$ cat src/verilog/cpu_pkg.sv
package cpu_pkg;

	typedef logic [31:0] word_t;
	typedef logic [4:0]  reg_addr_t;

	typedef enum logic [5:0] {
		op_special = 6'h00,
		op_j       = 6'h02,
		op_beq     = 6'h04,
		op_bne     = 6'h05,
		op_addiu   = 6'h09,
		op_slti    = 6'h0a,
		op_sltiu   = 6'h0b,
		op_andi    = 6'h0c,
		op_ori     = 6'h0d,
		op_xori    = 6'h0e,
		op_lui     = 6'h0f,
		op_lb      = 6'h20,
		op_lh      = 6'h21,
		op_lw      = 6'h23,
		op_lbu     = 6'h24,
		op_lhu     = 6'h25,
		op_sb      = 6'h28,
		op_sh      = 6'h29,
		op_sw      = 6'h2b
	} opcode_t;

	typedef enum logic [5:0] {
		fn_addu = 6'h21,
		fn_subu = 6'h23,
		fn_and  = 6'h24,
		fn_or   = 6'h25,
		fn_xor  = 6'h26,
		fn_nor  = 6'h27,
		fn_slt  = 6'h2a,
		fn_sltu = 6'h2b
	} funct_t;

	typedef enum logic [2:0] {
		alu_and  = 3'b000,
		alu_or   = 3'b001,
		alu_add  = 3'b010,
		alu_sltu = 3'b011,
		alu_xor  = 3'b100,
		alu_nor  = 3'b101,
		alu_sub  = 3'b110,
		alu_slt  = 3'b111
	} alu_op_t;

	typedef enum logic [8:0] {
		s_init = 9'b000000001,
		s_if   = 9'b000000010,
		s_iw   = 9'b000000100,
		s_id   = 9'b000001000,
		s_ex   = 9'b000010000,
		s_st   = 9'b000100000,
		s_ld   = 9'b001000000,
		s_rdw  = 9'b010000000,
		s_wb   = 9'b100000000
	} cpu_state_t;

	typedef enum logic [1:0] {size_byte, size_half, size_word} mem_size_t;
	typedef enum logic [1:0] {wb_alu, wb_load, wb_upper} wb_sel_t;

	typedef enum logic [1:0] {a_pc, a_pc4, a_opnd} alu_a_sel_t;
	typedef enum logic [1:0] {b_four, b_offset, b_opnd} alu_b_sel_t;
	typedef enum logic [1:0] {pc_seq, pc_target, pc_jump} pc_sel_t;

	typedef struct packed {
		opcode_t    opcode;
		reg_addr_t  rs;
		reg_addr_t  rt;
		reg_addr_t  rd;
		logic [4:0] shamt;
		funct_t     funct;
	} r_fields_t;

	typedef struct packed {
		opcode_t     opcode;
		reg_addr_t   rs;
		reg_addr_t   rt;
		logic [15:0] imm16;
	} i_fields_t;

	typedef struct packed {
		opcode_t     opcode;
		logic [25:0] index;
	} j_fields_t;

	typedef union packed {
		r_fields_t r;
		i_fields_t i;
		j_fields_t j;
	} cpu_instr_t;

endpackage

$ cat src/verilog/ctrl_if.sv
`timescale 1ns/1ps

interface ctrl_if (
	input logic clk
);
	import cpu_pkg::*;

	logic       ir_load;
	logic       opnd_load;
	alu_op_t    alu_op;
	alu_a_sel_t alu_a_sel;
	alu_b_sel_t alu_b_sel;
	pc_sel_t    pc_sel;
	logic       pc_write;
	logic       b_is_imm;
	logic       imm_zero_ext;
	logic       rf_wen;
	wb_sel_t    wb_sel;
	mem_size_t  mem_size;
	logic       load_unsigned;
	logic       mem_en;         // Request phase of a load or store
	cpu_instr_t instr;
	logic       alu_zero;

	modport ctl (
		output ir_load, opnd_load, alu_op, alu_a_sel, alu_b_sel, pc_sel, pc_write,
		output b_is_imm, imm_zero_ext, rf_wen, wb_sel, mem_size, load_unsigned, mem_en,
		input  instr, alu_zero
	);

	modport dp (
		input  ir_load, opnd_load, alu_a_sel, alu_b_sel, pc_sel, pc_write,
		input  b_is_imm, imm_zero_ext, rf_wen, wb_sel,
		output instr, alu_zero
	);

	modport mem (
		input clk, mem_size, load_unsigned, mem_en
	);

endinterface

$ cat src/verilog/alu.sv
`timescale 1ns/1ps

module alu (
	input  cpu_pkg::word_t   a,
	input  cpu_pkg::word_t   b,
	input  cpu_pkg::alu_op_t op,
	output cpu_pkg::word_t   result,
	output logic             zero
);
	import cpu_pkg::*;

	always_comb begin
		case (op)
			alu_and:  result = a & b;
			alu_or:   result = a | b;
			alu_xor:  result = a ^ b;
			alu_nor:  result = ~(a | b);
			alu_add:  result = a + b;
			alu_sub:  result = a - b;
			alu_slt:  result = {31'b0, $signed(a) < $signed(b)};
			alu_sltu: result = {31'b0, a < b};
			default:  result = '0;
		endcase
	end

	assign zero = (result == '0);

endmodule

$ cat src/verilog/reg_file.sv
`timescale 1ns/1ps

module reg_file (
	input  logic               clk,
	input  cpu_pkg::reg_addr_t raddr1,
	input  cpu_pkg::reg_addr_t raddr2,
	input  cpu_pkg::reg_addr_t waddr,
	input  logic               wen,
	input  cpu_pkg::word_t     wdata,
	output cpu_pkg::word_t     rdata1,
	output cpu_pkg::word_t     rdata2
);
	import cpu_pkg::*;

	word_t regs [1:31];   // No storage behind r0

	always_ff @(posedge clk) begin
		if (wen && waddr != '0)
			regs[waddr] <= wdata;
	end

	assign rdata1 = (raddr1 == '0) ? '0 : regs[raddr1];
	assign rdata2 = (raddr2 == '0) ? '0 : regs[raddr2];

endmodule

$ cat src/verilog/mem_align.sv
`timescale 1ns/1ps

module mem_align (
	input  logic [1:0]     byte_offset,
	input  cpu_pkg::word_t store_src,
	input  cpu_pkg::word_t read_word,
	ctrl_if.mem            mem,
	output cpu_pkg::word_t write_data,
	output logic [3:0]     write_strb,
	output cpu_pkg::word_t load_value
);
	import cpu_pkg::*;

	logic [7:0]  load_byte;
	logic [15:0] load_half;

	// Store lanes are replicated, the strobe picks the live one
	always_comb begin
		case (mem.mem_size)
			size_byte: begin
				write_data = {4{store_src[7:0]}};
				write_strb = 4'b0001 << byte_offset;
			end
			size_half: begin
				write_data = {2{store_src[15:0]}};
				write_strb = byte_offset[1] ? 4'b1100 : 4'b0011;
			end
			default: begin
				write_data = store_src;
				write_strb = 4'b1111;
			end
		endcase
	end

	assign load_byte = read_word[8*byte_offset +: 8];
	assign load_half = byte_offset[1] ? read_word[31:16] : read_word[15:0];

	always_comb begin
		case (mem.mem_size)
			size_byte:
				load_value = mem.load_unsigned ? {24'b0, load_byte} : {{24{load_byte[7]}}, load_byte};
			size_half:
				load_value = mem.load_unsigned ? {16'b0, load_half} : {{16{load_half[15]}}, load_half};
			default:
				load_value = read_word;
		endcase
	end

	half_aligned: assert property (@(posedge mem.clk)
		mem.mem_en && mem.mem_size == size_half |-> !byte_offset[0]);
	word_aligned: assert property (@(posedge mem.clk)
		mem.mem_en && mem.mem_size == size_word |-> byte_offset == 2'b00);

endmodule

$ cat src/verilog/exec_datapath.sv
`timescale 1ns/1ps

module exec_datapath #(
	parameter cpu_pkg::word_t reset_pc = '0
) (
	input  logic               clk,
	input  logic               rst,
	input  cpu_pkg::word_t     instruction,
	input  cpu_pkg::word_t     read_data,
	input  cpu_pkg::word_t     load_value,
	input  cpu_pkg::word_t     rs_data,
	input  cpu_pkg::word_t     rt_data,
	input  cpu_pkg::word_t     alu_result,
	input  logic               alu_zero_in,
	output cpu_pkg::word_t     pc,
	output cpu_pkg::word_t     address,
	output cpu_pkg::word_t     alu_a,
	output cpu_pkg::word_t     alu_b,
	output cpu_pkg::word_t     rf_wdata,
	output cpu_pkg::word_t     store_data,
	output cpu_pkg::word_t     read_word,
	output cpu_pkg::reg_addr_t rf_raddr1,
	output cpu_pkg::reg_addr_t rf_raddr2,
	output cpu_pkg::reg_addr_t rf_waddr,
	output logic [1:0]         byte_offset,
	ctrl_if.dp                 cif
);
	import cpu_pkg::*;

	cpu_instr_t ir;
	word_t      pc_plus4;
	word_t      opnd_a;
	word_t      opnd_b;
	word_t      target;
	word_t      store_reg;
	word_t      result;
	word_t      rdata_q;
	word_t      imm_ext;
	word_t      offset;

	assign imm_ext = cif.imm_zero_ext ? {16'b0, ir.i.imm16} : {{16{ir.i.imm16[15]}}, ir.i.imm16};
	assign offset  = {{14{ir.i.imm16[15]}}, ir.i.imm16, 2'b00};

	always_ff @(posedge clk) begin
		if (rst) begin
			pc <= reset_pc;
		end else if (cif.pc_write) begin
			case (cif.pc_sel)
				pc_target: pc <= target;
				pc_jump:   pc <= {pc_plus4[31:28], ir.j.index, 2'b00};
				default:   pc <= pc_plus4;
			endcase
		end
	end

	always_ff @(posedge clk) begin
		if (cif.ir_load) begin
			ir       <= instruction;
			pc_plus4 <= alu_result;   // PC+4 still on the ALU
		end
		if (cif.opnd_load) begin
			opnd_a    <= rs_data;
			opnd_b    <= cif.b_is_imm ? imm_ext : rt_data;
			target    <= alu_result;
			store_reg <= rt_data;
		end
		if (cif.alu_a_sel == a_opnd)
			result <= alu_result;     // Execute step
		if (!cif.rf_wen)
			rdata_q <= read_data;     // Held through write-back
	end

	always_comb begin
		case (cif.alu_a_sel)
			a_pc4:   alu_a = pc_plus4;
			a_opnd:  alu_a = opnd_a;
			default: alu_a = pc;
		endcase
		case (cif.alu_b_sel)
			b_offset: alu_b = offset;
			b_opnd:   alu_b = opnd_b;
			default:  alu_b = 32'd4;
		endcase
	end

	always_comb begin
		case (cif.wb_sel)
			wb_load:  rf_wdata = load_value;
			wb_upper: rf_wdata = {ir.i.imm16, 16'b0};
			default:  rf_wdata = result;
		endcase
	end

	assign rf_raddr1  = ir.i.rs;
	assign rf_raddr2  = ir.i.rt;
	assign rf_waddr   = (ir.r.opcode == op_special) ? ir.r.rd : ir.i.rt;
	assign address    = {result[31:2], 2'b00};
	assign byte_offset = result[1:0];
	assign store_data = store_reg;
	assign read_word  = rdata_q;

	assign cif.instr    = ir;
	assign cif.alu_zero = alu_zero_in;

endmodule

$ cat src/verilog/cpu_control.sv
`timescale 1ns/1ps

module cpu_control (
	input  logic clk,
	input  logic rst,
	input  logic inst_req_ready,
	input  logic inst_valid,
	input  logic mem_req_ready,
	input  logic read_data_valid,
	output logic inst_req_valid,
	output logic inst_ready,
	output logic mem_read,
	output logic mem_write,
	output logic read_data_ready,
	ctrl_if.ctl  cif
);
	import cpu_pkg::*;

	cpu_state_t state;
	cpu_state_t next_state;
	opcode_t    op;
	funct_t     fn;
	alu_op_t    ex_op;
	logic       is_rtype;
	logic       is_icalc;
	logic       is_load;
	logic       is_store;
	logic       is_branch;
	logic       is_jump;
	logic       is_nop;
	logic       taken;

	assign op        = cif.instr.i.opcode;
	assign fn        = cif.instr.r.funct;
	assign is_rtype  = (op == op_special);
	assign is_icalc  = op inside {op_addiu, op_slti, op_sltiu, op_andi, op_ori, op_xori, op_lui};
	assign is_load   = op inside {op_lb, op_lh, op_lw, op_lbu, op_lhu};
	assign is_store  = op inside {op_sb, op_sh, op_sw};
	assign is_branch = op inside {op_beq, op_bne};
	assign is_jump   = (op == op_j);
	assign is_nop    = (cif.instr == '0);
	assign taken     = is_branch && (cif.alu_zero ^ (op == op_bne));

	always_ff @(posedge clk) begin
		if (rst) begin
			state <= s_init;
		end else begin
			state <= next_state;
		end
	end

	always_comb begin
		case (state)
			s_init: next_state = s_if;
			s_if:   next_state = inst_req_ready ? s_iw : s_if;
			s_iw:   next_state = inst_valid ? s_id : s_iw;
			s_id:   next_state = is_nop ? s_if : s_ex;
			s_ex: begin
				if (is_store)
					next_state = s_st;
				else if (is_load)
					next_state = s_ld;
				else if (is_rtype || is_icalc)
					next_state = s_wb;
				else
					next_state = s_if;
			end
			s_st:   next_state = mem_req_ready ? s_if : s_st;
			s_ld:   next_state = mem_req_ready ? s_rdw : s_ld;
			s_rdw:  next_state = read_data_valid ? s_wb : s_rdw;
			s_wb:   next_state = s_if;
			default: next_state = s_init;
		endcase
	end

	always_comb begin
		ex_op = alu_add;
		if (is_rtype) begin
			case (fn)
				fn_subu: ex_op = alu_sub;
				fn_and:  ex_op = alu_and;
				fn_or:   ex_op = alu_or;
				fn_xor:  ex_op = alu_xor;
				fn_nor:  ex_op = alu_nor;
				fn_slt:  ex_op = alu_slt;
				fn_sltu: ex_op = alu_sltu;
				default: ex_op = alu_add;
			endcase
		end else begin
			case (op)
				op_slti:        ex_op = alu_slt;
				op_sltiu:       ex_op = alu_sltu;
				op_andi:        ex_op = alu_and;
				op_ori:         ex_op = alu_or;
				op_xori:        ex_op = alu_xor;
				op_beq, op_bne: ex_op = alu_sub;   // Equality through the zero flag
				default:        ex_op = alu_add;
			endcase
		end
	end

	// One ALU for PC+4 in fetch, the branch target in decode and the operation in execute
	always_comb begin
		cif.alu_a_sel = a_pc;
		cif.alu_b_sel = b_four;
		cif.alu_op    = alu_add;
		cif.pc_sel    = pc_seq;
		cif.pc_write  = 1'b0;
		case (state)
			s_id: begin
				cif.alu_a_sel = a_pc4;
				cif.alu_b_sel = b_offset;
				cif.pc_write  = is_nop;
			end
			s_ex: begin
				cif.alu_a_sel = a_opnd;
				cif.alu_b_sel = b_opnd;
				cif.alu_op    = ex_op;
				if (!is_store && !is_load && !is_rtype && !is_icalc) begin
					cif.pc_write = 1'b1;
					cif.pc_sel   = is_jump ? pc_jump : (taken ? pc_target : pc_seq);
				end
			end
			s_st: cif.pc_write = mem_req_ready;
			s_wb: cif.pc_write = 1'b1;
			default: begin
			end
		endcase
	end

	always_comb begin
		case (op)
			op_lb, op_lbu, op_sb: cif.mem_size = size_byte;
			op_lh, op_lhu, op_sh: cif.mem_size = size_half;
			default:              cif.mem_size = size_word;
		endcase
	end

	assign cif.ir_load       = (state == s_iw) && inst_valid;
	assign cif.opnd_load     = (state == s_id);
	assign cif.b_is_imm      = !is_rtype && !is_branch;
	assign cif.imm_zero_ext  = op inside {op_andi, op_ori, op_xori};
	assign cif.rf_wen        = (state == s_wb);
	assign cif.wb_sel        = (op == op_lui) ? wb_upper : (is_load ? wb_load : wb_alu);
	assign cif.load_unsigned = op inside {op_lbu, op_lhu};
	assign cif.mem_en        = (state == s_st) || (state == s_ld);

	assign inst_req_valid  = (state == s_if);
	assign inst_ready      = (state == s_iw) || (state == s_init);
	assign mem_read        = (state == s_ld);
	assign mem_write       = (state == s_st);
	assign read_data_ready = (state == s_rdw) || (state == s_init);

	state_onehot: assert property (@(posedge clk) disable iff (rst) $onehot(state));
	mem_excl: assert property (@(posedge clk) disable iff (rst) !(mem_write && mem_read));

endmodule

$ cat src/verilog/cpu_top.sv
`timescale 1ns/1ps

module cpu_top #(
	parameter cpu_pkg::word_t reset_pc = '0
) (
	input  logic               clk,
	input  logic               rst,
	output logic               inst_req_valid,
	input  logic               inst_req_ready,
	output cpu_pkg::word_t     pc,
	input  cpu_pkg::word_t     instruction,
	input  logic               inst_valid,
	output logic               inst_ready,
	output cpu_pkg::word_t     address,
	output logic               mem_write,
	output cpu_pkg::word_t     write_data,
	output logic [3:0]         write_strb,
	output logic               mem_read,
	input  logic               mem_req_ready,
	input  cpu_pkg::word_t     read_data,
	input  logic               read_data_valid,
	output logic               read_data_ready,
	output logic               retire_wen,
	output cpu_pkg::reg_addr_t retire_waddr,
	output cpu_pkg::word_t     retire_wdata,
	output cpu_pkg::word_t     retire_pc
);
	import cpu_pkg::*;

	word_t      alu_a;
	word_t      alu_b;
	word_t      alu_result;
	logic       alu_zero;
	word_t      rs_data;
	word_t      rt_data;
	word_t      load_value;
	word_t      store_data;
	word_t      rf_wdata;
	word_t      read_word;
	reg_addr_t  rf_raddr1;
	reg_addr_t  rf_raddr2;
	reg_addr_t  rf_waddr;
	logic [1:0] byte_offset;

	ctrl_if cif (.clk(clk));

	cpu_control u_control (
		.clk(clk), .rst(rst),
		.inst_req_ready(inst_req_ready), .inst_valid(inst_valid),
		.mem_req_ready(mem_req_ready), .read_data_valid(read_data_valid),
		.inst_req_valid(inst_req_valid), .inst_ready(inst_ready),
		.mem_read(mem_read), .mem_write(mem_write),
		.read_data_ready(read_data_ready), .cif(cif.ctl)
	);

	exec_datapath #(.reset_pc(reset_pc)) u_datapath (
		.clk(clk), .rst(rst), .instruction(instruction), .read_data(read_data),
		.load_value(load_value), .rs_data(rs_data), .rt_data(rt_data),
		.alu_result(alu_result), .alu_zero_in(alu_zero), .pc(pc), .address(address),
		.alu_a(alu_a), .alu_b(alu_b), .rf_wdata(rf_wdata), .store_data(store_data),
		.read_word(read_word), .rf_raddr1(rf_raddr1), .rf_raddr2(rf_raddr2),
		.rf_waddr(rf_waddr), .byte_offset(byte_offset), .cif(cif.dp)
	);

	alu u_alu (
		.a(alu_a), .b(alu_b), .op(cif.alu_op), .result(alu_result), .zero(alu_zero)
	);

	reg_file u_reg_file (
		.clk(clk), .raddr1(rf_raddr1), .raddr2(rf_raddr2), .waddr(rf_waddr),
		.wen(cif.rf_wen), .wdata(rf_wdata), .rdata1(rs_data), .rdata2(rt_data)
	);

	mem_align u_mem_align (
		.byte_offset(byte_offset), .store_src(store_data), .read_word(read_word),
		.mem(cif.mem), .write_data(write_data), .write_strb(write_strb),
		.load_value(load_value)
	);

	assign retire_wen   = cif.rf_wen;
	assign retire_waddr = rf_waddr;
	assign retire_wdata = rf_wdata;
	assign retire_pc    = pc;

endmodule

$ cat config.mk
export PLATFORM = sky130hd
export DESIGN_NAME = cpu_top
export DESIGN_NICKNAME = d
export VERILOG_FILES = /design/src/verilog/cpu_pkg.sv /design/src/verilog/ctrl_if.sv /design/src/verilog/alu.sv /design/src/verilog/reg_file.sv /design/src/verilog/mem_align.sv /design/src/verilog/exec_datapath.sv /design/src/verilog/cpu_control.sv /design/src/verilog/cpu_top.sv
export SDC_FILE = /design/constraint.sdc
export NUM_CORES = 2
export LEC_CHECK = 0
export BUFFER_PORTS_ARGS = -buffer_cell sky130_fd_sc_hd__buf_2
export CAP_MARGIN = 30
export CORE_ASPECT_RATIO = 1.75
export CORE_UTILIZATION = 25
export DETAILED_ROUTE_END_ITERATION = 8
export REMOVE_ABC_BUFFERS = 1
export SKIP_LAST_GASP = 1
export SYNTH_ARGS = -nofsm -noshare
export SYNTH_HDL_FRONTEND = slang
export SYNTH_HIERARCHICAL = 1
export SYNTH_SLANG_ARGS = --single-unit
$ cat constraint.sdc
create_clock -name clk -period 9.5 [get_ports clk]
set_clock_uncertainty 0.1 [all_clocks]
set_input_delay 0.475 -clock clk [delete_from_list [all_inputs] [get_ports clk]]
set_output_delay 0.475 -clock clk [all_outputs]
set_load 0.02 [all_outputs]
Word-level counts from Yosys, hierarchy flattened --
Memories as Yosys holds them, arrays and structs flattened. A register that Yosys moved wholly into a read port is not among the register bits. Cells that the tools add are included. Widths: inputs -> output; s select.
Cells by class: $lt $le $gt $ge 2, add/sub/neg operators 2, mux-type cells 43, bitwise operators 5, shift operators 2, equality and inequality tests 48, reduce and logical (&&, ||, !) cells 33
Operator list (count):
- $pmux 32 s2 | 6
- $pmux 32 s8 | 1
- $mux 32 | 5
- $eq 6x6->1 const B | 15
- $pmux 9 s8 | 1
- $logic_not 32->1 | 2
- $lt 32x32->1 | 2
- $eq 6x4->1 const B | 7
- $mux 9 | 4
- $add 32x32->32 | 1
- $and 32x32->32 | 1
- $not 32->32 | 1
- $or 32x32->32 | 1
- $shiftx 32x6->8 | 1
- $sub 32x32->32 | 1
- $xor 32x32->32 | 1
- $pmux 3 s7 | 1
- $pmux 3 s6 | 1
- $mux 16 | 1
- $mux 5 | 3
- $eq 3x3->1 const B | 4
- $eq 6x3->1 const B | 2
- $logic_not 5->1 | 2
- $reduce_bool 5->1 | 2
- 36 further kinds | 69
Storage, ports and cells: output and inout bits 175, bits in writable memories 992, bits in registers 265, memories kept 1, logic and storage cells 145, bits of input ports 70
Memories:
- u_reg_file.regs | words 31, width 32, rd ports 2, clocked after Yosys merged registers in 2, wr ports 1, RTL line reg_file.sv:15 | word_t regs [1:31];

Logic depth before layout (Yosys ltp) --
depth after elaboration 16, depth in mapped cells 36, depth with buffers taken out 28

Cells and area by module --
The synthesis kept the hierarchy.
Modules (own cells, without submodules):
- reg_file | times used 1, area an instance 46489.6 um^2, sequential area each 29788.6 um^2, cells an instance 2593
- exec_datapath | times used 1, area an instance 11483.5 um^2, sequential area each 8328.0 um^2, cells an instance 790
- alu | times used 1, area an instance 6148.4 um^2, sequential area each 0.0 um^2, cells an instance 908
- mem_align | times used 1, area an instance 1217.4 um^2, sequential area each 0.0 um^2, cells an instance 176
- cpu_control | times used 1, area an instance 1069.8 um^2, sequential area each 180.2 um^2, cells an instance 159
- cpu_top | times used 1, area an instance 240.2 um^2, sequential area each 0.0 um^2, cells an instance 32

Least setup slack after synthesis --
Ideal clock, no wire load.
kind register -> register, start point register u_control.state[2], end point register u_datapath.pc[5], setup time 0.132 ns, required time 9.268 ns, cell stages (with the launch flop) 34, arrival 7.697 ns, path buffers 7, path slack 1.571 ns, period minus slack after synthesis 7.929 ns, cells stage by stage dfxtp_1 > buf_6 > nor4_2 > nand4_1 > clkinv_1 > ha_1 > buf_2 > a22oi_1 > o21ai_0 > inv_1 > ha_1 > buf_6 > a21o_1 > a21oi_1 > a21oi_2 > o31ai_1 > mux2i_1 > o311ai_1 > or4_1 > or4b_1 > nor4_1 > or4b_4 > nor4b_4 > buf_4 > xnor2_1 > nor3_1 > inv_1 > ha_1 > buf_6 > nand2b_4 > buf_6 > buf_8 > a221oi_2 > nor3_1
On the way: elaborated cells on any way between the ends 38, those cells by class add/sub: 2; order compare: 2; eq/ne: 15; mux: 11; bitwise: 5; reduce/logical: 3
RTL lines:
- start: declaration | RTL line cpu_control.sv:19 | cpu_state_t state;
- start signal: assignment | RTL line cpu_control.sv:46 | state <= s_init;
- start signal: assignment | RTL line cpu_control.sv:48 | state <= next_state;
- $eq 9x5->1 or $eq 9x4->1 (tied branches) | RTL line cpu_control.sv:109 | case (state)
- $pmux 2 s2 * | RTL line cpu_control.sv:109
- named net cif.alu_a_sel[1] | RTL line ctrl_if.sv:11 | alu_a_sel_t alu_a_sel;
- $eq 2x2->1 or $eq 2x1->1 (tied branches) | RTL line exec_datapath.sv:74 | case (cif.alu_a_sel)
- $pmux 32 s2 * | RTL line exec_datapath.sv:74
- named net alu_a[4] | RTL line cpu_top.sv:30 | word_t alu_a;
- $sub 32x32->32 or $add 32x32->32 (tied branches) | RTL line alu.sv:19, alu.sv:18
- $pmux 32 s8 * | RTL line alu.sv:13 | case (op)
- named net alu_result[14] | RTL line cpu_top.sv:32 | word_t alu_result;
- (+1 left out)
- named net alu_zero | RTL line cpu_top.sv:33 | logic alu_zero;
- (+1 left out)
- $logic_and 1x1->1 * | RTL line cpu_control.sv:42 | assign taken = is_branch && (cif.alu_zero ^ (op == op_bne));
- $mux 1 * | RTL line cpu_control.sv:121 | cif.pc_sel = is_jump ? pc_jump : (taken ? pc_target : pc_seq);
- $mux 2 * | RTL line cpu_control.sv:121
- $mux 2 * | RTL line cpu_control.sv:119 | if (!is_store && !is_load && !is_rtype && !is_icalc) begin
- $mux 2 * | RTL line cpu_control.sv:109
- named net cif.pc_sel[0] | RTL line ctrl_if.sv:13 | pc_sel_t pc_sel;
- $eq 2x2->1 or $eq 2x1->1 (tied branches) | RTL line exec_datapath.sv:48 | case (cif.pc_sel)
- $pmux 32 s2 * | RTL line exec_datapath.sv:48
- end signal: assignment | RTL line exec_datapath.sv:49 | pc_target: pc <= target;
- end signal: assignment | RTL line exec_datapath.sv:50 | pc_jump: pc <= {pc_plus4[31:28], ir.j.index, 2'b00};
- end signal: assignment | RTL line exec_datapath.sv:51 | default: pc <= pc_plus4;
- end: declaration | RTL line exec_datapath.sv:15 | output cpu_pkg::word_t pc,
Mark *: on every way through the listed nets, which the timed path passes. The rest lies on a longest branch. A chain may end at the register's enable or synchronous reset.

Worst setup path after layout --
start point register u_control.state[2], end point register u_datapath.pc[15]
Same word-level chain as after synthesis.

==> metrics <==
Hold Path Class in2reg; total global routing overflow 0; Clock Tree Buf Depth 3; required time worst endpoint 10.00 ns; worst vdd ir around 0.14 mV; Via Count roughly 47,000; setup TNS 0 ns; GRT Util Overall ~20%; Die Area roughly 0.27 sq mm; initial antenna violation count 35; syn_area_per_cell roughly 14 sq um; Tcrit/Tclk final a little over nine tenths; Max-slew headroom a little under a third; RD Place Congestion between 0.9 and 1; final hold vios 0; final cell count without fillers about 8,500; cells after synthesis 4,657; clock transition at the registers of the reported paths ~0.07 ns; Largest register FFs between 900 and 1,000; CP max stage delay between 0.7 and 0.8 ns; number of global-route vias before repair between 40,000 and 50,000; overall power 11,300 uW; Placed Cells between 8,000 and 9,000; YS warnings 6; Biggest register u_reg_file/regs; minimum clock period roughly 9.1 ns; Worst Path Max Fanout 26; worst slack, placed roughly 0.41 ns; first-pass GRT wire length roughly 370 mm; Total Nets Final 5,044; drt pass-1 iters 6; Core Region 0.265 sq mm; Pwr Density 147 mW/mm^2; worst endpoint data arrival time 9.63 ns; port bufs about 240; Leak 0.0252 uW; Max-Cap Viols 0; CP Class reg2reg; sinks on the clock net between 1,000 and 1,500; die width ~390 um; WL final approximately 280 mm; status finished, final reports clean; Num CTS Buffers ~110; layout cells sized above 1 about a quarter; Iter 0 DRT Violations 5,302; Via density between 5 and 6; # rows 250; Initial Util about a quarter; CTS root buffer clkbuf_16; startpoint types flop; area grow syn2layout 14.9%; CTS tree done; Final ANT Viol Nets 0; Slowest cell on crit path or4_2; drt wl/cell 32.3 um; Setup Viol. Count Final 0; H-tree depth 3; Max Transition Viols Final 0; later-pin clock latency in the skew report around 0.76 ns; Detail Placement HPWL around 190 mm; hold_sp inst_req_ready; Worst Setup SP u_control/state[2]; Slew @ Worst Pin between 1 and 1.5 ns; largest net degree at the start of global routing roughly 100; mapped cell area around 0.067 sq mm; IO Pins between 200 and 250; Max Freq roughly 0.11 GHz; CP Capture Type flop; min setup slack post-route between 0.3 and 0.4 ns; Die Y-Extent ~690 um; worst r2r src u_control/state[2]; drt drc 0; RSZ-0062 raised after global routing no
final cells by class:
cell class                      count  area [sq um]
Tap cell                         3528          4410
Multi-Input combinational cell   2824         25900
Antenna cell                       24          60.1
Clock inverter                     81           935
Fill cell                       26500        188000
Timing Repair Buffer              502          3540
Inverter                          138           523
Sequential cell                  1289         38300
Clock buffer                      131          2930
power by group:
part | total, uW | leakage (uW) | internal, uW | switching [uW]
Clock | 4930 | 0.00186 | 2670 | 2260
Sequential | 6170 | 0.0114 | 6150 | 18.5
Combinational | 159 | 0.0119 | 66.6 | 92.7
Total | 11300 | 0.0252 | 8890 | 2370
worst max-delay path, delay by kind of cell, from the launching register on:
kind,cells,cell delay (ns)
compound gates,7,1.95
xor+xnor,2,0.21
flops,1,0.44
simple gates,11,3.99
fa+ha+maj,3,1.03
buf+inv,6,1.20
routing by layer:
metal / track usage [%] / share of wire (%) / up-vias / wire, um
met5: 0 / 0.021 / - / 57
met4: 14.2 / 8.2 / 10 / 22600
met3: 3.82 / 8.4 / 769 / 23200
met2: 33.2 / 48 / 2970 / 132000
met1: 22.6 / 35 / 24000 / 97200
li1: - / - / 18900 / -
what timing repair did:
item / in CTS / in global routing
endpoints found under the hold margin: 67 / 0
endpoints found under the setup margin: 0 / 30
hold buffers: 66 / 0
gates resized for setup: 0 / 4
buffers inserted: 0 / 0
path summary, 6_finish.rpt:
kind	end	slack [ns]	cells past startpoint
max	u_datapath/pc[15]	0.38	29
min	u_control/state[2]	0.04	3
max reg2reg	u_datapath/pc[15]	0.38	29
min reg2reg	u_datapath/pc[28]	0.42	2
stage by stage:
step | area (sq um) | util, % | hold slack, ns
2_1_floorplan | 64300 | - | 0.410
3_3_place_gp | 71800 | 27.1 | 0.443
3_5_place_dp | 71900 | 27.1 | 0.433
4_1_cts | 76400 | 28.9 | 0.00179
5_1_grt | 76600 | 28.9 | 0.0343
6_report | 76600 | 28.9 | 0.0449
layout by cell type, fill, tap and decap left out, types with 162 or more instances in the layout:
cell type	n
a22oi_1	162
buf_2	242
a21oi_1	201
buf_4	174
mux2i_1	342
edfxtp_1	1248
o21ai_0	168
mux4_2	341
nand2_1	241
nor2_1	214
No activity file was read; power rests on OpenSTA's default activity.
